==> src/verilog/sgmii_rx_pkg.sv <==
package sgmii_rx_pkg;

	////////////////////////////////////////////////////////////
	// Widths with a meaning

	typedef logic [9:0]  symbol_t;
	typedef logic [7:0]  octet_t;
	typedef logic [7:0]  serdes_word_t;
	typedef logic [15:0] err_count_t;
	typedef logic [3:0]  wb_addr_t;
	typedef logic [31:0] wb_data_t;

	////////////////////////////////////////////////////////////
	// Code groups and lock thresholds

	// Comma octet, also first half of every idle ordered set
	localparam octet_t K28_5 = 8'hBC;
	// Start of packet
	localparam octet_t K27_7 = 8'hFB;
	// Terminate
	localparam octet_t K29_7 = 8'hFD;
	// Carrier extend
	localparam octet_t K23_7 = 8'hF7;

	// abcdei of K28.x in its RD- form
	localparam logic [5:0] K28_6B = 6'b001111;

	localparam int COMMA_WINDOW  = 20;
	localparam int LOCK_COMMAS   = 4;
	localparam int UNLOCK_ERRORS = 4;
	localparam int IDLE_COUNT    = 3;

	// Counter widths for the thresholds above
	localparam int WINDOW_W = $clog2(COMMA_WINDOW);
	localparam int LOCK_W   = $clog2(LOCK_COMMAS);
	localparam int UNLOCK_W = $clog2(UNLOCK_ERRORS);
	localparam int IDLE_W   = $clog2(IDLE_COUNT);

	////////////////////////////////////////////////////////////
	// Register map, word addresses

	localparam wb_addr_t REG_STATUS    = 4'h0;
	localparam wb_addr_t REG_DISP_ERR  = 4'h1;
	localparam wb_addr_t REG_SYM_ERR   = 4'h2;
	localparam wb_addr_t REG_FRAME_ERR = 4'h3;
	localparam wb_addr_t REG_CLEAR     = 4'h4;

	typedef struct packed {
		logic   valid;
		logic   is_ctl;
		octet_t data;
		logic   disp_err;
		logic   sym_err;
	} dec_out_t;

	typedef struct packed {
		logic   en;
		logic   er;
		octet_t data;
	} gmii_rx_t;

	typedef enum logic [1:0] {HUNT, SYNC, LOCKED} lock_state_t;

	typedef enum logic [1:0] {IDLE, IN_FRAME, EXTEND} pcs_rx_state_t;

endpackage

==> src/verilog/rx_gearbox_8to10.sv <==
`timescale 1ns/10ps

module rx_gearbox_8to10 (
	input  logic                       symbol_clk,
	input  logic                       reset,
	input  sgmii_rx_pkg::serdes_word_t serdes_data,
	input  logic                       bitslip,
	output logic                       symbol_valid,
	output sgmii_rx_pkg::symbol_t      symbol
);

	// Leftover bits, oldest at bit hold_cnt-1
	logic [9:0]  hold_bits;
	logic [4:0]  hold_cnt;

	// Leftover plus the new word, up to 17 live bits
	logic [17:0] merged;
	logic [4:0]  merged_cnt;
	logic [17:0] aligned;

	////////////////////////////////////////////////////////////
	// Bit accounting

	always_comb begin
		// New word lands below the held bits, first bit on the wire is its MSB
		merged     = {hold_bits, serdes_data};
		// A slip throws away the oldest held bit
		merged_cnt = hold_cnt + 5'd8 - {4'd0, bitslip};
		// Oldest ten live bits moved down to [9:0]
		aligned    = merged >> (merged_cnt - 5'd10);
	end

	////////////////////////////////////////////////////////////
	// Output register

	always_ff @(posedge symbol_clk) begin
		// Only the low bits below the count are ever live
		hold_bits <= merged[9:0];
		symbol    <= aligned[9:0];
		if (reset) begin
			hold_cnt     <= 5'd0;
			symbol_valid <= 1'b0;
		end else if (merged_cnt >= 5'd10) begin
			hold_cnt     <= merged_cnt - 5'd10;
			symbol_valid <= 1'b1;
		end else begin
			hold_cnt     <= merged_cnt;
			symbol_valid <= 1'b0;
		end
	end

	////////////////////////////////////////////////////////////
	// Checks

	// 8 bits in and 10 out per symbol, so at most four symbols back to back
	assert property (@(posedge symbol_clk) disable iff (reset)
		symbol_valid [*4] |=> !symbol_valid)
		else $error("gearbox emitted five symbols in a row");

endmodule

==> src/verilog/decode_8b10b.sv <==
`timescale 1ns/10ps

module decode_8b10b (
	input  logic                   symbol_clk,
	input  logic                   reset,
	input  logic                   symbol_valid,
	input  sgmii_rx_pkg::symbol_t  symbol,
	output sgmii_rx_pkg::dec_out_t dec,
	output logic                   bitslip,
	output logic                   locked
);

	logic [5:0] code6;
	logic [5:0] norm6;
	logic [3:0] code4;
	logic [3:0] norm4;
	logic [2:0] ones6;
	logic [2:0] ones4;
	logic [4:0] dec5;
	logic [2:0] dec3;
	logic       bad6;
	logic       bad4;
	logic       is_ctl_c;
	logic       disp_err_c;
	logic       sym_err_c;
	logic       comma_c;
	logic       bad_c;
	// Running disparity, high means positive
	logic       rd;
	logic       rd_mid;
	logic       rd_next;

	sgmii_rx_pkg::lock_state_t            state;
	logic [sgmii_rx_pkg::WINDOW_W-1:0]    window_cnt;
	logic [sgmii_rx_pkg::LOCK_W-1:0]      comma_cnt;
	logic [sgmii_rx_pkg::UNLOCK_W-1:0]    err_run;

	////////////////////////////////////////////////////////////
	// Code tables

	always_comb begin
		code6 = symbol[9:4];
		code4 = symbol[3:0];
		ones6 = 3'($countones(code6));
		ones4 = 3'($countones(code4));
		// Two-ones forms are complements of the RD- table entries
		norm6 = (ones6 == 3'd2) ? ~code6 : code6;
		// K28 in RD+ form flips the whole 4b part, balanced codes too
		norm4 = (code6 == ~sgmii_rx_pkg::K28_6B) ? ~code4 : code4;
		if ($countones(norm4) == 1)
			norm4 = ~norm4;

		bad6 = 1'b0;
		case (norm6)
			6'b100111: dec5 = 5'd0;
			6'b011101: dec5 = 5'd1;
			6'b101101: dec5 = 5'd2;
			6'b110001: dec5 = 5'd3;
			6'b110101: dec5 = 5'd4;
			6'b101001: dec5 = 5'd5;
			6'b011001: dec5 = 5'd6;
			6'b111000: dec5 = 5'd7;
			6'b000111: dec5 = 5'd7;
			6'b111001: dec5 = 5'd8;
			6'b100101: dec5 = 5'd9;
			6'b010101: dec5 = 5'd10;
			6'b110100: dec5 = 5'd11;
			6'b001101: dec5 = 5'd12;
			6'b101100: dec5 = 5'd13;
			6'b011100: dec5 = 5'd14;
			6'b010111: dec5 = 5'd15;
			6'b011011: dec5 = 5'd16;
			6'b100011: dec5 = 5'd17;
			6'b010011: dec5 = 5'd18;
			6'b110010: dec5 = 5'd19;
			6'b001011: dec5 = 5'd20;
			6'b101010: dec5 = 5'd21;
			6'b011010: dec5 = 5'd22;
			6'b111010: dec5 = 5'd23;
			6'b110011: dec5 = 5'd24;
			6'b100110: dec5 = 5'd25;
			6'b010110: dec5 = 5'd26;
			6'b110110: dec5 = 5'd27;
			6'b001110: dec5 = 5'd28;
			6'b001111: dec5 = 5'd28;
			6'b101110: dec5 = 5'd29;
			6'b011110: dec5 = 5'd30;
			6'b101011: dec5 = 5'd31;
			default: begin
				dec5 = 5'd0;
				bad6 = 1'b1;
			end
		endcase

		bad4 = 1'b0;
		case (norm4)
			4'b1011: dec3 = 3'd0;
			4'b1001: dec3 = 3'd1;
			4'b0101: dec3 = 3'd2;
			4'b1100: dec3 = 3'd3;
			4'b0011: dec3 = 3'd3;
			4'b1101: dec3 = 3'd4;
			4'b1010: dec3 = 3'd5;
			4'b0110: dec3 = 3'd6;
			4'b1110: dec3 = 3'd7;
			4'b0111: dec3 = 3'd7;
			// 0000 and 1111 only
			default: begin
				dec3 = 3'd0;
				bad4 = 1'b1;
			end
		endcase

		sym_err_c = bad6 || bad4;
		// K28.x, or Kx.7 which uses the alternate 7 on 23, 27, 29 and 30
		is_ctl_c = (norm6 == sgmii_rx_pkg::K28_6B)
			|| ((dec5 inside {5'd23, 5'd27, 5'd29, 5'd30})
			&& (code4 == 4'b1000 || code4 == 4'b0111));
	end

	////////////////////////////////////////////////////////////
	// Running disparity

	always_comb begin
		// 6b part, 111000 and 000111 are balanced but still tied to one side
		disp_err_c = 1'b0;
		rd_mid     = rd;
		if (ones6 > 3'd3) begin
			disp_err_c = rd;
			rd_mid     = 1'b1;
		end else if (ones6 < 3'd3) begin
			disp_err_c = !rd;
			rd_mid     = 1'b0;
		end else if (code6 == 6'b111000) begin
			disp_err_c = rd;
		end else if (code6 == 6'b000111) begin
			disp_err_c = !rd;
		end

		// 4b part, same rule with 1100 and 0011
		rd_next = rd_mid;
		if (ones4 > 3'd2) begin
			disp_err_c = disp_err_c || rd_mid;
			rd_next    = 1'b1;
		end else if (ones4 < 3'd2) begin
			disp_err_c = disp_err_c || !rd_mid;
			rd_next    = 1'b0;
		end else if (code4 == 4'b1100) begin
			disp_err_c = disp_err_c || rd_mid;
		end else if (code4 == 4'b0011) begin
			disp_err_c = disp_err_c || !rd_mid;
		end

		comma_c = !sym_err_c && is_ctl_c && ({dec3, dec5} == sgmii_rx_pkg::K28_5);
		bad_c   = sym_err_c || disp_err_c;
	end

	////////////////////////////////////////////////////////////
	// Output register and lock FSM

	always_ff @(posedge symbol_clk) begin
		dec.data   <= {dec3, dec5};
		dec.is_ctl <= is_ctl_c;
		if (reset) begin
			dec.valid    <= 1'b0;
			dec.disp_err <= 1'b0;
			dec.sym_err  <= 1'b0;
			rd           <= 1'b0;
			state        <= sgmii_rx_pkg::HUNT;
			bitslip      <= 1'b0;
			window_cnt   <= '0;
			comma_cnt    <= '0;
			err_run      <= '0;
		end else begin
			dec.valid    <= symbol_valid;
			dec.disp_err <= symbol_valid && disp_err_c;
			dec.sym_err  <= symbol_valid && sym_err_c;
			bitslip      <= 1'b0;
			if (symbol_valid) begin
				rd <= rd_next;
				case (state)
					sgmii_rx_pkg::HUNT: begin
						if (comma_c) begin
							state      <= sgmii_rx_pkg::SYNC;
							comma_cnt  <= 1;
							window_cnt <= '0;
						end else if (int'(window_cnt) == sgmii_rx_pkg::COMMA_WINDOW - 1) begin
							// No comma in this alignment, try one bit later
							bitslip    <= 1'b1;
							window_cnt <= '0;
						end else begin
							window_cnt <= window_cnt + 1'b1;
						end
					end
					sgmii_rx_pkg::SYNC: begin
						if (bad_c) begin
							state      <= sgmii_rx_pkg::HUNT;
							window_cnt <= '0;
						end else if (comma_c) begin
							window_cnt <= '0;
							comma_cnt  <= comma_cnt + 1'b1;
							if (int'(comma_cnt) == sgmii_rx_pkg::LOCK_COMMAS - 1) begin
								state   <= sgmii_rx_pkg::LOCKED;
								err_run <= '0;
							end
						end else if (int'(window_cnt) == sgmii_rx_pkg::COMMA_WINDOW - 1) begin
							// Commas stopped, alignment was a fluke
							state      <= sgmii_rx_pkg::HUNT;
							window_cnt <= '0;
						end else begin
							window_cnt <= window_cnt + 1'b1;
						end
					end
					sgmii_rx_pkg::LOCKED: begin
						if (!bad_c) begin
							err_run <= '0;
						end else if (int'(err_run) == sgmii_rx_pkg::UNLOCK_ERRORS - 1) begin
							state      <= sgmii_rx_pkg::HUNT;
							window_cnt <= '0;
						end else begin
							err_run <= err_run + 1'b1;
						end
					end
					default: state <= sgmii_rx_pkg::HUNT;
				endcase
			end
		end
	end

	assign locked = (state == sgmii_rx_pkg::LOCKED);

	// Slips only come out of HUNT, a slip at lock would break the PCS stream
	assert property (@(posedge symbol_clk) disable iff (reset) bitslip |-> !locked)
		else $error("bitslip while locked");

endmodule

==> src/verilog/gmii_rx_pcs.sv <==
`timescale 1ns/10ps

module gmii_rx_pcs (
	input  logic                   symbol_clk,
	input  logic                   reset,
	input  sgmii_rx_pkg::dec_out_t dec,
	input  logic                   locked,
	output sgmii_rx_pkg::gmii_rx_t gmii_rx,
	output logic                   link_up,
	output logic                   frame_err
);

	sgmii_rx_pkg::pcs_rx_state_t     state;
	logic [sgmii_rx_pkg::IDLE_W-1:0] idle_cnt;
	// Last valid symbol was a clean K28.5
	logic                            prev_comma;

	logic clean;
	logic is_comma;
	logic idle_os;
	logic start_c;
	logic term_c;
	logic ext_c;

	////////////////////////////////////////////////////////////
	// Symbol classes

	always_comb begin
		clean    = dec.valid && !dec.sym_err;
		is_comma = clean && dec.is_ctl && (dec.data == sgmii_rx_pkg::K28_5);
		// K28.5 then a data octet, covers both I1 and I2
		idle_os  = clean && !dec.is_ctl && prev_comma;
		start_c  = clean && dec.is_ctl && (dec.data == sgmii_rx_pkg::K27_7);
		term_c   = clean && dec.is_ctl && (dec.data == sgmii_rx_pkg::K29_7);
		ext_c    = clean && dec.is_ctl && (dec.data == sgmii_rx_pkg::K23_7);
	end

	////////////////////////////////////////////////////////////
	// Link and framing

	always_ff @(posedge symbol_clk) begin
		gmii_rx.data <= dec.data;
		// Losing lock tears down the link and any frame in flight
		if (reset || !locked) begin
			state      <= sgmii_rx_pkg::IDLE;
			idle_cnt   <= '0;
			prev_comma <= 1'b0;
			link_up    <= 1'b0;
			gmii_rx.en <= 1'b0;
			gmii_rx.er <= 1'b0;
			frame_err  <= 1'b0;
		end else begin
			gmii_rx.en <= 1'b0;
			gmii_rx.er <= 1'b0;
			frame_err  <= 1'b0;
			if (dec.valid) begin
				prev_comma <= is_comma;

				// Link up after enough back to back idle ordered sets
				if (!link_up) begin
					if (idle_os) begin
						if (int'(idle_cnt) == sgmii_rx_pkg::IDLE_COUNT - 1)
							link_up <= 1'b1;
						else
							idle_cnt <= idle_cnt + 1'b1;
					end else if (!is_comma) begin
						idle_cnt <= '0;
					end
				end

				case (state)
					sgmii_rx_pkg::IN_FRAME: begin
						if (term_c) begin
							state <= sgmii_rx_pkg::EXTEND;
						end else if (dec.sym_err || dec.is_ctl) begin
							gmii_rx.en <= 1'b1;
							gmii_rx.er <= 1'b1;
							frame_err  <= 1'b1;
							// A comma means the terminate went missing
							if (is_comma)
								state <= sgmii_rx_pkg::IDLE;
						end else begin
							gmii_rx.en <= 1'b1;
						end
					end
					sgmii_rx_pkg::EXTEND: begin
						// Carrier extend after terminate is dropped silently
						if (start_c)
							state <= sgmii_rx_pkg::IN_FRAME;
						else if (!ext_c)
							state <= sgmii_rx_pkg::IDLE;
					end
					default: begin
						// Start code itself never reaches GMII
						if (start_c && link_up)
							state <= sgmii_rx_pkg::IN_FRAME;
					end
				endcase
			end
		end
	end

	assert property (@(posedge symbol_clk) disable iff (reset) gmii_rx.en |-> link_up)
		else $error("GMII data while link is down");

endmodule

==> src/verilog/sgmii_rx_status_wb.sv <==
`timescale 1ns/10ps

module sgmii_rx_status_wb (
	input  logic                   symbol_clk,
	input  logic                   reset,
	input  logic                   wb_cyc,
	input  logic                   wb_stb,
	input  logic                   wb_we,
	input  sgmii_rx_pkg::wb_addr_t wb_adr,
	input  sgmii_rx_pkg::wb_data_t wb_dat_w,
	output sgmii_rx_pkg::wb_data_t wb_dat_r,
	output logic                   wb_ack,
	input  logic                   dec_disp_err,
	input  logic                   dec_sym_err,
	input  logic                   frame_err,
	input  logic                   locked,
	input  logic                   link_up
);

	// 0 disparity, 1 code, 2 frame
	sgmii_rx_pkg::err_count_t count [3];
	logic [2:0]               events;
	// New access, not the tail of one already acked
	logic                     strobe;
	logic                     clear;

	assign events = {frame_err, dec_sym_err, dec_disp_err};
	assign strobe = wb_cyc && wb_stb && !wb_ack;
	// Bit 0 of the write data is the clear command
	assign clear  = strobe && wb_we && (wb_adr == sgmii_rx_pkg::REG_CLEAR) && wb_dat_w[0];

	////////////////////////////////////////////////////////////
	// Error counters, stuck at all ones

	always_ff @(posedge symbol_clk) begin
		if (reset) begin
			wb_ack <= 1'b0;
			for (int i = 0; i < 3; i++)
				count[i] <= '0;
		end else begin
			wb_ack <= strobe;
			for (int i = 0; i < 3; i++) begin
				if (clear)
					count[i] <= '0;
				else if (events[i] && (count[i] != '1))
					count[i] <= count[i] + 1'b1;
			end
		end
	end

	// Read mux, held until the next access
	always_ff @(posedge symbol_clk) begin
		if (strobe) begin
			case (wb_adr)
				sgmii_rx_pkg::REG_STATUS:    wb_dat_r <= {30'd0, link_up, locked};
				sgmii_rx_pkg::REG_DISP_ERR:  wb_dat_r <= {16'd0, count[0]};
				sgmii_rx_pkg::REG_SYM_ERR:   wb_dat_r <= {16'd0, count[1]};
				sgmii_rx_pkg::REG_FRAME_ERR: wb_dat_r <= {16'd0, count[2]};
				default:                     wb_dat_r <= '0;
			endcase
		end
	end

	assert property (@(posedge symbol_clk) disable iff (reset) wb_ack |-> $past(wb_cyc && wb_stb))
		else $error("ack without a strobe");

endmodule

==> src/verilog/sgmii_rx_bridge.sv <==
`timescale 1ns/10ps

module sgmii_rx_bridge (
	input  logic                       symbol_clk,
	input  logic                       reset,
	input  sgmii_rx_pkg::serdes_word_t serdes_data,
	output sgmii_rx_pkg::gmii_rx_t     gmii_rx,
	input  logic                       wb_cyc,
	input  logic                       wb_stb,
	input  logic                       wb_we,
	input  sgmii_rx_pkg::wb_addr_t     wb_adr,
	input  sgmii_rx_pkg::wb_data_t     wb_dat_w,
	output sgmii_rx_pkg::wb_data_t     wb_dat_r,
	output logic                       wb_ack
);

	logic                   symbol_valid;
	sgmii_rx_pkg::symbol_t  symbol;
	logic                   bitslip;
	sgmii_rx_pkg::dec_out_t dec;
	logic                   locked;
	logic                   link_up;
	logic                   frame_err;

	////////////////////////////////////////////////////////////
	// Receive pipeline

	// SERDES words to 10-bit symbols, slipped by the decoder
	rx_gearbox_8to10 i_gearbox (
		.symbol_clk   (symbol_clk),
		.reset        (reset),
		.serdes_data  (serdes_data),
		.bitslip      (bitslip),
		.symbol_valid (symbol_valid),
		.symbol       (symbol)
	);

	decode_8b10b i_decoder (
		.symbol_clk   (symbol_clk),
		.reset        (reset),
		.symbol_valid (symbol_valid),
		.symbol       (symbol),
		.dec          (dec),
		.bitslip      (bitslip),
		.locked       (locked)
	);

	gmii_rx_pcs i_pcs (
		.symbol_clk (symbol_clk),
		.reset      (reset),
		.dec        (dec),
		.locked     (locked),
		.gmii_rx    (gmii_rx),
		.link_up    (link_up),
		.frame_err  (frame_err)
	);

	////////////////////////////////////////////////////////////
	// Status registers

	sgmii_rx_status_wb i_status (
		.symbol_clk   (symbol_clk),
		.reset        (reset),
		.wb_cyc       (wb_cyc),
		.wb_stb       (wb_stb),
		.wb_we        (wb_we),
		.wb_adr       (wb_adr),
		.wb_dat_w     (wb_dat_w),
		.wb_dat_r     (wb_dat_r),
		.wb_ack       (wb_ack),
		.dec_disp_err (dec.disp_err),
		.dec_sym_err  (dec.sym_err),
		.frame_err    (frame_err),
		.locked       (locked),
		.link_up      (link_up)
	);

endmodule

==> config.mk <==
export PLATFORM = sky130hd
export DESIGN_NAME = sgmii_rx_bridge
export DESIGN_NICKNAME = d
export VERILOG_FILES = /design/src/verilog/sgmii_rx_pkg.sv /design/src/verilog/rx_gearbox_8to10.sv /design/src/verilog/decode_8b10b.sv /design/src/verilog/gmii_rx_pcs.sv /design/src/verilog/sgmii_rx_status_wb.sv /design/src/verilog/sgmii_rx_bridge.sv
export SDC_FILE = /design/constraint.sdc
export NUM_CORES = 1
export LEC_CHECK = 0
export BUFFER_PORTS_ARGS = -buffer_cell sky130_fd_sc_hd__buf_2
export CAP_MARGIN = 20
export CORE_ASPECT_RATIO = 1.75
export CORE_UTILIZATION = 54
export CTS_CLUSTER_SIZE = 8
export DETAILED_ROUTE_END_ITERATION = 6
export GPL_TIMING_DRIVEN = 0
export PLACE_DENSITY = 0.83
export SYNTH_ARGS = -nofsm -noshare
export SYNTH_HDL_FRONTEND = slang
export SYNTH_SLANG_ARGS = --single-unit
==> constraint.sdc <==
create_clock -name symbol_clk -period 3.8 [get_ports symbol_clk]
set_clock_uncertainty 0.05 [all_clocks]
set_input_delay 1.14 -clock symbol_clk [delete_from_list [all_inputs] [get_ports symbol_clk]]
set_output_delay 1.14 -clock symbol_clk [all_outputs]
set_load 0.005 [all_outputs]
# Yosys cells after proc, flatten, opt, wreduce, memory -nomap -nowiden

Memory sizes are Yosys's and may differ from the RTL's.
Cells that the tools add are included.

Input bits: 49
Register bits: 100
Memories: 1
Output and inout port bits: 43
RAM bits: 48
Logic and storage cells: 300

Memories:

| memory         | words | width | read ports | clocked after memory_dff | write ports | RTL line                 | RTL |
|---|---|---|---|---|---|---|---|
| i_status.count | 3     | 16    | 3          | 0                        | 3           | sgmii_rx_status_wb.sv:21 | `sgmii_rx_pkg::err_count_t count [3];` |

Bitwise operators: 14
Multiplexer cells: 84
Magnitude comparators: 5
Add/subtract/negate cells: 21
Reductions and logical operators: 59
Eq/ne operators: 91
Shift-type cells: 1

Operators with widths:

| kind                    | count |
|---|---|
| $pmux W5 S31            | 1 |
| $eq A6 B6 Y1 const B    | 21 |
| $mux W16                | 6 |
| $pmux W16 S4            | 1 |
| $eq A6 B5 Y1 const B    | 10 |
| $add A16 B1 Y16 const B | 3 |
| $mux W2                 | 24 |
| $ne A16 B16 Y1 const B  | 3 |
| $eq A8 B8 Y1 const B    | 5 |
| $mux W1                 | 37 |
| $reduce_or A34 Y1       | 1 |
| $add A32 B32 Y32        | 1 |
| $eq A32 B2 Y1 const B   | 1 |
| $eq A4 B4 Y1 const B    | 8 |
| $mux W5                 | 6 |
| $eq A5 B5 Y1 const B    | 5 |
| $eq A6 B4 Y1 const B    | 4 |
| $logic_and A1 B1 Y1     | 22 |
| $pmux W3 S7             | 1 |
| $eq A4 B3 Y1 const B    | 5 |
| $shr A18 B5 Y10         | 1 |
| $eq A4 B2 Y1 const B    | 4 |
| $pmux W5 S3             | 1 |
| $add A1 B1 Y2           | 7 |
| other kinds (43)        | 97 |

# Longest topological paths before layout

Gate-level depths: netlist (run 1).

Depth in word-level cells: 17
Depth in mapped cells: 18
Gate-level depth less buffers: 15

# By module

A second synthesis (run 1) with hierarchy kept.

Cell total of the unflattened synthesis: 947
Area total of the unflattened synthesis: 8926.1 sq um

By module, submodules not included:

| module             | area each (sq um) | cells an instance | instances |
|---|---|---|---|
| sgmii_rx_status_wb | 3733.6            | 334               | 1 |
| decode_8b10b       | 3044.2            | 388               | 1 |
| rx_gearbox_8to10   | 1497.7            | 161               | 1 |
| gmii_rx_pcs        | 650.6             | 64                | 1 |

# Least setup slack after synthesis (run 1)

No wires, ideal clock.

Kind: register to register
Start: register i_gearbox.symbol[3]
End: register i_decoder.comma_cnt[1] (netlist name)
Stages on the path, launching flop included: 16
Data required time: 3.622 ns
Clock period less this slack: 4.018 ns
Setup time: 0.128 ns
Arrival time: 3.840 ns
Setup slack: -0.218 ns
Path through: dfxtp_1 -> clkbuf_1 -> inv_1 -> clkbuf_1 -> ha_1 -> ha_1 -> fa_1 -> nor3b_4 -> xor2_4 -> maj3_1 -> a211oi_2 -> nand3_1 -> a21oi_2 -> mux2_2 -> a22oi_1 -> nor2_1

Longest elaborated chain between the ends: 15
Elaborated cells between the ends (all ways): 47

RTL lines:

| what                                                                      | RTL line               | RTL |
|---|---|---|
| start: declaration                                                        | rx_gearbox_8to10.sv:9  | `output sgmii_rx_pkg::symbol_t symbol` |
| start signal: assignment                                                  | rx_gearbox_8to10.sv:39 | `symbol <= aligned[9:0];` |
| parallel branches: the longest is 14 deep, another holds $add A32 B32 Y32 | --                     |  |
| $reduce_and A5 Y1 (no line) *                                             | --                     |  |
| end signal: assignment                                                    | decode_8b10b.sv:201    | `comma_cnt <= comma_cnt + 1'b1;` |
| end: declaration                                                          | decode_8b10b.sv:35     | `logic [sgmii_rx_pkg::LOCK_W-1:0] comma_cnt;` |

Every way passes the cells marked *.
A chain may end at the register's enable or synchronous reset.

# Final worst setup path (run 1)

Start: register i_gearbox.symbol[3]
End: register i_decoder.window_cnt[2] (netlist name)

Longest elaborated chain between the ends: 16
Elaborated cells between the ends (all ways): 48

RTL lines:

| what                                                                      | RTL line            | RTL |
|---|---|---|
| parallel branches: the longest is 16 deep, another holds $add A32 B32 Y32 | --                  |  |
| end signal: assignment                                                    | decode_8b10b.sv:192 | `window_cnt <= window_cnt + 1'b1;` |
| end signal: assignment                                                    | decode_8b10b.sv:211 | `window_cnt <= window_cnt + 1'b1;` |
| end: declaration                                                          | decode_8b10b.sv:34  | `logic [sgmii_rx_pkg::WINDOW_W-1:0] window_cnt;` |

Parallel ways; which one is timed is not known.

==> results of run 1 <==
worst register-to-register path, cell delays in order, from the launching register on:
cell      delay (ns)
dfxtp_2         0.35
clkbuf_8        0.14
inv_2           0.05
buf_8           0.13
ha_4            0.21
ha_1            0.21
fa_1            0.50
nor3b_4         0.31
xor2_4          0.13
maj3_2          0.36
a211oi_4        0.34
nand4_1         0.21
a21oi_4         0.24
nor2_1          0.11
nor3b_1         0.19
a32o_1          0.20
per-layer routing:
layer / routed length (um) / GRT usage [%] / up-vias
met1: 7490 / 27.0 / 3611
met3: 1200 / 4.09 / 104
met2: 12500 / 53.9 / 354
met5: 0 / 0 / -
met4: 1300 / 15.2 / 0
li1: - / - / 3514
placed cells by master (no fill, tap or decap), types with 24 or more instances in the layout:
master | Yosys | layout
a21oi_1 | 36 | 33
and3_1 | 24 | 24
buf_2 | 9 | 45
buf_4 | 20 | 43
dfxtp_1 | 68 | 60
edfxtp_1 | 64 | 64
ha_1 | 35 | 28
inv_1 | 37 | 30
nand2_1 | 80 | 77
nand3_1 | 47 | 45
nor2_1 | 121 | 119
xnor2_1 | 26 | 25
xor2_1 | 29 | 28
what timing repair did:
| item | in CTS | in global routing |
|---|---|---|
| pin swaps | 13 | 21 |
| endpoints found under the hold margin | 0 | 0 |
| buffers inserted | 14 | 11 |
| setup endpoints to repair | 28 | 28 |
| resized for setup | 58 | 38 |
| hold buffers | 0 | 0 |
power groups by stage:
stage | Sequential, mW | Clock, mW | Combinational [mW]
finish | 1.96 | 1.64 | 4.05
global placement | 1.95 | 0 | 3.43
floorplan | 1.90 | 0 | 2.75
detailed placement | 1.96 | 0 | 3.49
global route | 1.98 | 1.70 | 4.40
CTS | 1.94 | 1.65 | 3.74
final cells by class:
type / instances / area (sq um) / share of cell area [%]
Buffer: 60 / 405 / 4.00
Clock inverter: 15 / 170 / 1.68
Clock buffer: 17 / 425 / 4.20
Multi-Input combinational cell: 706 / 5000 / 49.4
Inverter: 39 / 180 / 1.78
Tap cell: 186 / 233 / 2.30
Timing Repair Buffer: 67 / 408 / 4.03
Sequential cell: 132 / 3300 / 32.6
logic make-up (layout without fill, tap and decap cells):
family	count (synthesis)	after routing	share of synthesized area [%]
xor+xnor	57	57	6.23
other cells	1	16	0.0444
buf+inv	99	198	5.62
fa+ha+maj	41	41	6.50
flops	132	132	38.9
compound gates	185	185	15.4
simple gates	364	364	21.1
mux	43	43	6.20
per-stage QoR:
| step | hold slack, ns | power (mW) | TNS [ns] |
|---|---|---|---|
| floorplan | 0.281 | 4.65 | -0.0170 |
| global placement | 0.286 | 5.38 | -35.90 |
| detailed placement | 0.287 | 5.45 | -11.47 |
| CTS | 0.297 | 7.33 | -0.00253 |
| global route | 0.300 | 8.08 | -1.16 |
| finish | 0.297 | 7.65 | -0.146 |
registers in the layout, indices dropped and copies added, names as in the netlist:
signal                  cells
i_decoder.window_cnt        5
i_status.wb_ack             1
i_status.count             48
i_status.wb_dat_r          16
i_pcs.gmii_rx              10
i_decoder.err_run           2
i_decoder.comma_cnt         2
i_gearbox.hold_cnt          5
i_decoder.bitslip           1
i_pcs.prev_comma            1
i_decoder.rd                1
i_gearbox.symbol_valid      1
i_decoder.dec              12
i_pcs.idle_cnt              2
i_pcs.state                 2
i_pcs.link_up               1
i_gearbox.symbol           10
i_gearbox.hold_bits        10
i_decoder.state             2
worst max-delay path by stage:
stage                                    from                 endpoint  slack (ns)  cells after the start
after floorplan           i_gearbox.symbol[3]   i_decoder.comma_cnt[1]       -0.02                     15
final                     i_gearbox.symbol[3]  i_decoder.window_cnt[2]       -0.04                     15
after global routing      i_gearbox.symbol[9]  i_decoder.window_cnt[0]       -0.19                     15
after detailed placement            wb_adr[0]     i_status.count[0][6]       -0.49                      7
after global placement                 wb_cyc     i_status.count[0][6]       -1.01                      8
after CTS                 i_gearbox.symbol[5]  i_decoder.window_cnt[4]      -0.003                     17
==> metrics.md, run 1 <==
| Metric | Value |
|---|---|
| Number of synthesis warnings | `0` |
| DRT iter0 DRCs | `around 460` |
| Initial Util | `between 50 and 60%` |
| Final wirelength | `between 20000 and 25000 um` |
| Critical Path Fanout Max | `4` |
| Hold path cells | `0` |
| HP Class | `reg -> reg` |
| Slew Limit Fails | `0` |
| Reg-to-reg setup timing slack | `-0.04 ns` |
| Leakage | `approximately 3.9 nW` |
| Via density | `between 6 and 7` |
| Final Hold Vio Count | `0` |
| Most common library cells after synthesis | `nor2_1, nand2_1, dfxtp_1` |
| CTS Root Cell | `clkbuf_16` |
| Status | `complete, but fails checks` |
| Cell count after synthesis | `922` |
| Die area | `between 0.015 and 0.02 sq mm` |
| Slew @ Worst Pin | `0.780 ns` |
| Post-Syn Area | `0.00844 sq mm` |
| Drt pass-1 iters | `7` |
| Post-synth ARST share | `0%` |
| Yosys top cell area share | `22.8%` |
| Post-DP HPWL | `16000 um` |
| Worst skew pair latency | `0.42 ns` |
| Longest Clk Path Bufs | `2` |
| Crit path DAT | `4.11 ns` |
| H-tree depth | `4` |
| Internal | `4.35 mW` |
| Reg power frac | `25.6%` |
| Largest net degree at the start of global routing | `17` |
| EDFF count, synth | `between 60 and 70` |
| Vias | `about 7600` |
| Critical Path Slowest Stage Cell | `fa_1` |
| Worst-path clk slew | `~0.060 ns` |
| Hold Path Sink | `i_pcs.gmii_rx[4]` |
| Maxcap violations | `0` |
| Core Util, Final | `between 60% and 70%` |
| Worst setup path class | `reg -> reg` |
| Sequential fraction of the synthesis area | `38.9%` |
| Clock Sink Count | `132` |
| Worst vdd ir | `about 620 uV` |
| CP Data Required Time | `4.07 ns` |
| Initial antenna violation count | `0` |
| Layout cells sized above 1 | `23.4%` |
| CP top delay family | `adder cells` |
| Site Rows | `60` |
| CTS tree | `done` |
| RSZ-0062 raised after global routing | `true` |
| Post-Layout Cell Count | `1222` |
| Crit path capture type | `register` |
| Die Wd | `roughly 96 um` |
| Flops & latches, synth | `132` |
| # fillers | `1140` |
| FF-to-FF Start | `i_gearbox.symbol[3]` |
| GRT Overall Usage | `roughly 28%` |
| Fmax | `0.260 GHz` |
| Post-DRT Antenna Nets | `0` |
| Post-route cell area | `0.0101 sq mm` |
| Critical-path cell list | `clkbuf_8 > inv_2 > buf_8 > ha_4 > ha_1 > fa_1 > nor3b_4 > xor2_4 > maj3_2 > a211oi_4 > nand4_1 > a21oi_4 > nor2_1 > nor3b_1 > a32o_1` |
| Vias in the first global route | `7381` |
| Wire length per cell | `about 18 um` |
| Fin crit share | `101%` |
| PD cells | `755 mW/mm^2` |
| Vert. Die Dim | `167 um` |
| Failing checks | `design-rule violations, negative setup slack` |
| IO buf count | `41` |
| Yosys top cell by area | `edfxtp_1` |
| Grt ovf | `0` |
| HP Start | `i_decoder.dec[6]` |
| Area Overhead vs Synth | `20.0%` |
| Netlist cell types | `91` |
| Most frequent cell after synthesis | `nor2_1` |
| # IOs | `92` |
| Main synth FF type | `dfxtp_1` |
| Part of the power in the clock network | `21.4%` |
| Final GP Congestion | `around 1.0` |
| Switch Pwr | `about 3.3 mW` |
| Final worst-path setup slack | `-0.0411 ns` |
| # nets final | `1112` |
| CP Buf/Inv Count | `3` |
| Drt drc | `2` |
| CP peak stage delay | `approximately 0.5 ns` |
| Slew headroom | `a little under half` |
| RR Endpoint | `i_decoder.window_cnt[2]` |
| Post-Syn Area per Cell | `9.15 sq um` |
| Total CTS buffers | `17` |
| R2R cell count | `15` |
| Cell Area, Placed | `0.00899 sq mm` |
| N_diodes | `0` |
| Core ar. | `0.0153 sq mm` |
| Gate power share | `approximately 53%` |
| Place WS | `-0.486 ns` |
| CP Launch Type | `register` |
| First-pass GRT wire length | `~35000 um` |
| Inst Count DP | `1165` |
| Final worst path period need | `slightly below 4 ns` |
| Switching portion of total power | `between 40 and 50%` |
| Setup violators final | `7` |
| Largest cells by area after synthesis | `edfxtp_1, dfxtp_1, nor2_1` |
Note: power is estimated with default switching activity, not from simulation.
==> run 2: changes to the inputs <==
--- a/config.mk
+++ b/config.mk
@@ -7,12 +7,14 @@
 export LEC_CHECK = 0
 export BUFFER_PORTS_ARGS = -buffer_cell sky130_fd_sc_hd__buf_2
 export CAP_MARGIN = 20
+export CELL_PAD_IN_SITES_DETAIL_PLACEMENT = 2
+export CELL_PAD_IN_SITES_GLOBAL_PLACEMENT = 2
 export CORE_ASPECT_RATIO = 1.75
-export CORE_UTILIZATION = 54
+export CORE_UTILIZATION = 34
 export CTS_CLUSTER_SIZE = 8
 export DETAILED_ROUTE_END_ITERATION = 6
 export GPL_TIMING_DRIVEN = 0
-export PLACE_DENSITY = 0.83
+export PLACE_DENSITY = 0.84
 export SYNTH_ARGS = -nofsm -noshare
 export SYNTH_HDL_FRONTEND = slang
 export SYNTH_SLANG_ARGS = --single-unit
==> run 2 against run 1 <==
  * The run ends with negative setup slack left
  * Cell count rose by 11%
  * Sequential cell count did not move
  * Final area rose by 4.4%
  * Power rose by 14%
  * Routed wire length rose by 54%
  * Sequential share of layout area fell by 1.3 points
  * Via count rose by 4.8%
  * Clock power rose by 13%
  * Global-route usage fell by 2.3 points
  * Utilization fell by 22 points
  * First-iteration DRC count fell by 17%
  * Clock-buffer cell count rose by 3
  * Critical path type unchanged
  * Largest cell class unchanged
  * Largest power group unchanged
==> metrics.md, run 2 (synthesis gave the netlist of run 1 again) <==
| Metric | Value |
|---|---|
| Critical Path Slowest Stage Cell | `fa_2` |
| Cell Area, Placed | `between 0.009 and 0.01 sq mm` |
| Drt pass-1 iters | `4` |
| Initial antenna violation count | `0` |
| PD cells | `827 mW/mm^2` |
| DRT iter0 DRCs | `380` |
| Drt drc | `0` |
| CP peak stage delay | `~0.57 ns` |
| Longest Clk Path Bufs | `2` |
| Site Rows | `75` |
| Area Overhead vs Synth | `25.3%` |
| Inst Count DP | `~1300` |
| Post-Layout Cell Count | `1355` |
| Sequential standard cell area | `0.00330 sq mm` |
| Layout cells sized above 1 | `around 26%` |
| Die Wd | `121 um` |
| # fillers | `2608` |
| Max FFs per register | `48` |
| RR Endpoint | `i_decoder.window_cnt[2]` |
| FF-to-FF Start | `i_gearbox.symbol[3]` |
| Sum of negative setup slack | `-1.70 ns` |
| Most common cell after layout, fill and taps aside | `nor2_1` |
| Final worst-path setup slack | `-0.251 ns` |
| Via density | `slightly below 6` |
| Critical Path Fanout Max | `11` |
| Worst skew pair latency | `0.44 ns` |
| R2R cell count | `15` |
| Post-DRT Antenna Nets | `0` |
| Worst vdd ir | `419 uV` |
| Final wirelength | `~35000 um` |
| IO buf count | `between 40 and 50` |
| Slew Limit Fails | `0` |
| H-tree depth | `4` |
| CTS Root Cell | `clkbuf_16` |
| # nets final | `1123` |
| Vias | `7945` |
| Setup violators final | `9` |
| Maxcap violations | `0` |
| First-pass GRT wire length | `49000 um` |
| Post-route cell area | `0.0106 sq mm` |
| Hold Path Sink | `i_gearbox.hold_bits[8]` |
| Final worst path period need | `~4.1 ns` |
| Final Hold Vio Count | `0` |
| CP Data Required Time | `4.08 ns` |
| Part of the power in the clock network | `21.2%` |
| Worst setup path class | `reg -> reg` |
| Fin crit share | `107%` |
| Switching portion of total power | `roughly 46%` |
| Failing checks | `negative setup slack` |
| Total CTS buffers | `17` |
| Post-DP HPWL | `between 20000 and 25000 um` |
| CP Launch Type | `register` |
| Core Util, Final | `roughly 44%` |
| Switch Pwr | `around 4 mW` |
| Largest regs | `i_status.count x48, i_status.wb_dat_r x16, i_decoder.dec x12` |
| Vert. Die Dim | `210 um` |
| Most frequent cells in the layout | `nor2_1, nand2_1, edfxtp_1` |
| HP Start | `i_gearbox.hold_bits[0]` |
| Hold path cells | `0` |
| Wire length per cell | `roughly 26 um` |
| Vias in the first global route | `between 8000 and 9000` |
| Critical-path cell list | `clkbuf_8 > inv_1 > buf_8 > ha_4 > ha_1 > fa_2 > buf_4 > a211oi_1 > or4_4 > a22oi_4 > nand4_1 > a21oi_4 > nor2_1 > nor3b_2 > a32o_1` |
| CTS tree | `done` |
| N_diodes | `0` |
| Gate power share | `56.0%` |
| Largest net degree at the start of global routing | `17` |
| Final GP Congestion | `between 0.9 and 1` |
| Place WS | `-0.729 ns` |
| Reg power frac | `22.8%` |
| Multi-input gate area | `0.00514 sq mm` |
| Grt ovf | `0` |
| RSZ-0062 raised after global routing | `true` |
| Worst-path clk slew | `roughly 0.060 ns` |
| Most flop-heavy register | `i_status.count` |
| Clock Sink Count | `132` |
| Crit path capture type | `register` |
| Status | `complete, but fails checks` |
| Leakage | `4.05 nW` |
| # IOs | `92` |
| Slew @ Worst Pin | `0.978 ns` |
| Die area | `0.0255 sq mm` |
| Core ar. | `between 0.02 and 0.025 sq mm` |
| Initial Util | `34.8%` |
| Slew headroom | `between 30% and 40%` |
| Crit path DAT | `~4.3 ns` |
| Reg-to-reg setup timing slack | `-0.25 ns` |
| GRT Overall Usage | `25.6%` |
| Fmax | `0.247 GHz` |
| Internal | `4.69 mW` |
| HP Class | `reg -> reg` |
run 2: cell types whose count changed in the layout (fill, tap and decap cells not counted), sizes merged:
cell and change:
clkbuf +4, buf +10, clkinv -2, bufinv +2, inv -3
run 2: power groups by stage:
stage / combinational, mW / sequential (mW) / clock [mW]
finish: 4.89 / 1.99 / 1.85
global route: 5.18 / 2.02 / 1.92
CTS: 4.26 / 1.97 / 1.86
detailed placement: 3.76 / 1.98 / 0
global placement: 3.62 / 1.97 / 0
floorplan: 2.75 / 1.90 / 0
run 2: routing by layer:
metal | share of wire (%) | GRT usage, % | up-vias
met3 | 2.9 | 3.41 | 154
met5 | 0 | 0 | -
met1 | 34 | 23.2 | 4004
li1 | - | - | 3530
met4 | 7.8 | 19.4 | 0
met2 | 56 | 50.1 | 257
run 2: worst max-delay path by stage:
stage | startpoint | to | slack (ns) | cells after the start
6_report | i_gearbox.symbol[3] | i_decoder.window_cnt[2] | -0.25 | 15
5_1_grt | i_gearbox.symbol[3] | i_decoder.window_cnt[2] | -0.37 | 15
4_1_cts | i_gearbox.symbol[5] | i_decoder.comma_cnt[1] | -0.03 | 16
3_5_place_dp | wb_cyc | i_status.count[0][8] | -0.73 | 9
3_3_place_gp | wb_cyc | i_status.count[0][8] | -1.06 | 8
2_1_floorplan | i_gearbox.symbol[3] | i_decoder.comma_cnt[1] | -0.02 | 15
run 2: per-stage QoR:
stage / hold WS (ns) / power (mW)
final: 0.325 / 8.74
after global routing: 0.334 / 9.12
after CTS: 0.314 / 8.09
after detailed placement: 0.299 / 5.74
after global placement: 0.288 / 5.59
after floorplan: 0.281 / 4.65
run 2: final cells by class:
class                      count  area share, %
multi-input combinational    706           48.7
sequential                   132           31.2
timing repair buffer          78           4.72
clock buffer                  20           4.52
buffer                        60           3.88
tap                          308           3.65
inverter                      39           1.68
clock inverter                12           1.65
run 2: timing repair:
item                                    4_1_cts  5_1_grt
buffers inserted                             27        8
endpoints found under the setup margin       31       28
resized for setup                            76       48
pin swaps                                    21       23
gates cloned                                  1        0
hold buffers                                  0        0
run 2: critical path: cells and delay by family, from the launching register on:
family	cells	cell delay, ns
and+or+nand+nor	4	1.10
DFF	1	0.34
buffers and inverters	4	0.57
AOI/OAI and AO/OA	4	0.87
adders and majority gates	3	1.00
==> run 3: changes to the inputs <==
--- a/config.mk
+++ b/config.mk
@@ -15,6 +15,7 @@
 export DETAILED_ROUTE_END_ITERATION = 6
 export GPL_TIMING_DRIVEN = 0
 export PLACE_DENSITY = 0.84
+export RECOVER_POWER = 50
 export SYNTH_ARGS = -nofsm -noshare
 export SYNTH_HDL_FRONTEND = slang
 export SYNTH_SLANG_ARGS = --single-unit
==> run 3 against run 2 <==
  * The flow still finishes with violations (negative setup slack)
  * Global-route usage unchanged
  * Setup slack worse by 0.0020 ns
  * Clock-buffer cell count unchanged
  * Critical path depth did not move
  * Register-to-register slack hardly changed
  * Worst hold slack is essentially flat
  * Largest cell class unchanged
  * Highest routed layer unchanged
==> metrics.md, run 3 (synthesis gave the netlist of run 1 again) <==
| Metric | Value |
|---|---|
| Maxcap violations | `0` |
| # fillers | `between 2000 and 3000` |
| IO buf count | `41` |
| Failing checks | `negative setup slack` |
| Via density | `5.88` |
| # IOs | `92` |
| Vert. Die Dim | `210 um` |
| Most common cell after layout, fill and taps aside | `nor2_1` |
| N_diodes | `0` |
| Crit path capture type | `register` |
| Drt drc | `0` |
| Sum of negative setup slack | `-1.76 ns` |
| Grt ovf | `0` |
| Final worst path period need | `4.05 ns` |
| Largest net degree at the start of global routing | `17` |
| GRT met1 Usage | `23.2%` |
| CP peak stage delay | `0.57 ns` |
| Worst skew pair latency | `roughly 0.44 ns` |
| HP Class | `reg -> reg` |
| Die Wd | `121 um` |
| Final GP Congestion | `approximately 0.95` |
| Longest Clk Path Bufs | `2` |
| Final wirelength | `34800 um` |
| Reg-to-reg setup timing slack | `-0.25 ns` |
| GRT met2 Usage | `between 50% and 60%` |
| Slew headroom | `34.2%` |
| Part of the power in the clock network | `a little over a fifth` |
| Core ar. | `0.0242 sq mm` |
| Slew Limit Fails | `0` |
| Total CTS buffers | `17` |
| Switching portion of total power | `between 40% and 50%` |
| PD cells | `827 mW/mm^2` |
| CP Launch Type | `register` |
| Reg power frac | `22.9%` |
| Area Overhead vs Synth | `24.9%` |
| Max FFs per register | `between 40 and 50` |
| H-tree depth | `4` |
| CTS tree | `done` |
| Post-DP HPWL | `21200 um` |
| Critical Path Fanout Max | `11` |
| Leakage | `about 4 nW` |
| Most frequent cells in the layout | `nor2_1, nand2_1, edfxtp_1` |
| Largest regs | `i_status.count x48, i_status.wb_dat_r x16, i_decoder.dec x12` |
| Fmax | `0.247 GHz` |
| Place WS | `-0.729 ns` |
| Switch Pwr | `4.04 mW` |
| Multi-input gate area | `around 0.0051 sq mm` |
| GRT Overall Usage | `25.6%` |
| RSZ-0062 raised after global routing | `true` |
| First-pass GRT wire length | `49000 um` |
| Final Hold Vio Count | `0` |
| Fin crit share | `107%` |
| Initial Util | `34.8%` |
| Critical Path Slowest Stage Cell | `fa_2` |
| Initial antenna violation count | `0` |
| Wire length per cell | `approximately 26 um` |
| Final worst-path setup slack | `-0.253 ns` |
| Post-route cell area | `0.0105 sq mm` |
| Drt pass-1 iters | `5` |
| Vias in the first global route | `8729` |
| Most flop-heavy register | `i_status.count` |
| Die area | `0.0255 sq mm` |
| Vias | `7962` |
| Status | `complete, but fails checks` |
| Worst setup path class | `reg -> reg` |
| Setup violators final | `9` |
| Global route hottest layer | `met2` |
| CTS Hold Bufs | `0` |
| Slew @ Worst Pin | `0.974 ns` |
| DRT iter0 DRCs | `347` |
| Layout cells sized above 1 | `22.5%` |
| Site Rows | `75` |
| Core Util, Final | `43.5%` |
| CTS Root Cell | `clkbuf_16` |
| # nets final | `1123` |
| Grt met3 use | `3.41%` |
| Internal | `roughly 4.7 mW` |
| Clock Sink Count | `132` |
| Post-DRT Antenna Nets | `0` |
| Gate power share | `55.9%` |
| Worst-path clk slew | `approximately 0.06 ns` |
| Cell Area, Placed | `0.00915 sq mm` |
| Worst vdd ir | `about 420 uV` |
| Sequential standard cell area | `around 0.0033 sq mm` |
| Critical-path cell list | `clkbuf_8 > inv_1 > buf_8 > ha_4 > ha_1 > fa_2 > buf_4 > a211oi_1 > or4_4 > a22oi_4 > nand4_1 > a21oi_4 > nor2_1 > nor3b_2 > a32o_1` |
| Crit path DAT | `4.34 ns` |
| CP Data Required Time | `4.08 ns` |
[run 3: cell types whose count changed in the layout (fill, tap and decap cells not counted)]
cell / delta
mux2_2: -10
buf_4: -1
mux2_1: +10
clkbuf_1: +24
buf_2: -23
clkbuf_4: +1
buf_1: -1
[run 3: final cells by class]
cell class	instances	share of cell area (%)
Multi-Input combinational cell	706	48.8
Sequential cell	132	31.3
Clock buffer	20	4.53
Timing Repair Buffer	78	4.46
Buffer	60	3.89
Tap cell	308	3.66
Inverter	39	1.69
Clock inverter	12	1.65
[run 3: power groups by stage]
stage          logic (mW)  clock network, mW  registers, mW
4_1_cts              4.26               1.86           1.97
2_1_floorplan        2.75                  0           1.90
6_report             4.87               1.85           2.00
5_1_grt              5.17               1.92           2.02
3_3_place_gp         3.62                  0           1.97
3_5_place_dp         3.76                  0           1.98
[run 3: path summary, 6_finish.rpt]
kind,from,end,cells past startpoint
worst max-delay path,i_gearbox.symbol[3],i_decoder.window_cnt[2],15
worst min-delay path,i_gearbox.hold_bits[0],i_gearbox.hold_bits[8],0
worst max register to register,i_gearbox.symbol[3],i_decoder.window_cnt[2],15
worst min register to register,i_gearbox.hold_bits[0],i_gearbox.hold_bits[8],0
[run 3: layer usage]
layer	part of all wire (%)	wire length [um]
met1	33	11600
met2	56	19400
met3	3.2	1110
met4	7.6	2660
met5	0	0
[run 3: repair_timing]
action                                  in CTS  in global routing
endpoints found under the setup margin      31                 28
buffers inserted                            27                  8
gates resized for setup                     76                 48
pin swaps                                   21                 23
cloned                                       1                  0
[run 3: worst max-delay path, delay by kind of cell (launching register included)]
family                   cells  cell delay (ns)
buffers and inverters        4             0.58
AO/OA/AOI/OAI                4             0.86
AND/OR/NAND/NOR              4             1.10
flip-flops                   1             0.34
adder cells (fa/ha/maj)      3             1.01
[run 3: stage by stage]
step | power, mW | std cells | hold WS [ns]
after CTS | 8.09 | 1347 | 0.314
after global routing | 9.11 | 1355 | 0.334
after detailed placement | 5.74 | 1287 | 0.299
after global placement | 5.59 | 1286 | 0.288
after floorplan | 4.65 | 937 | 0.281
final | 8.72 | 1355 | 0.325
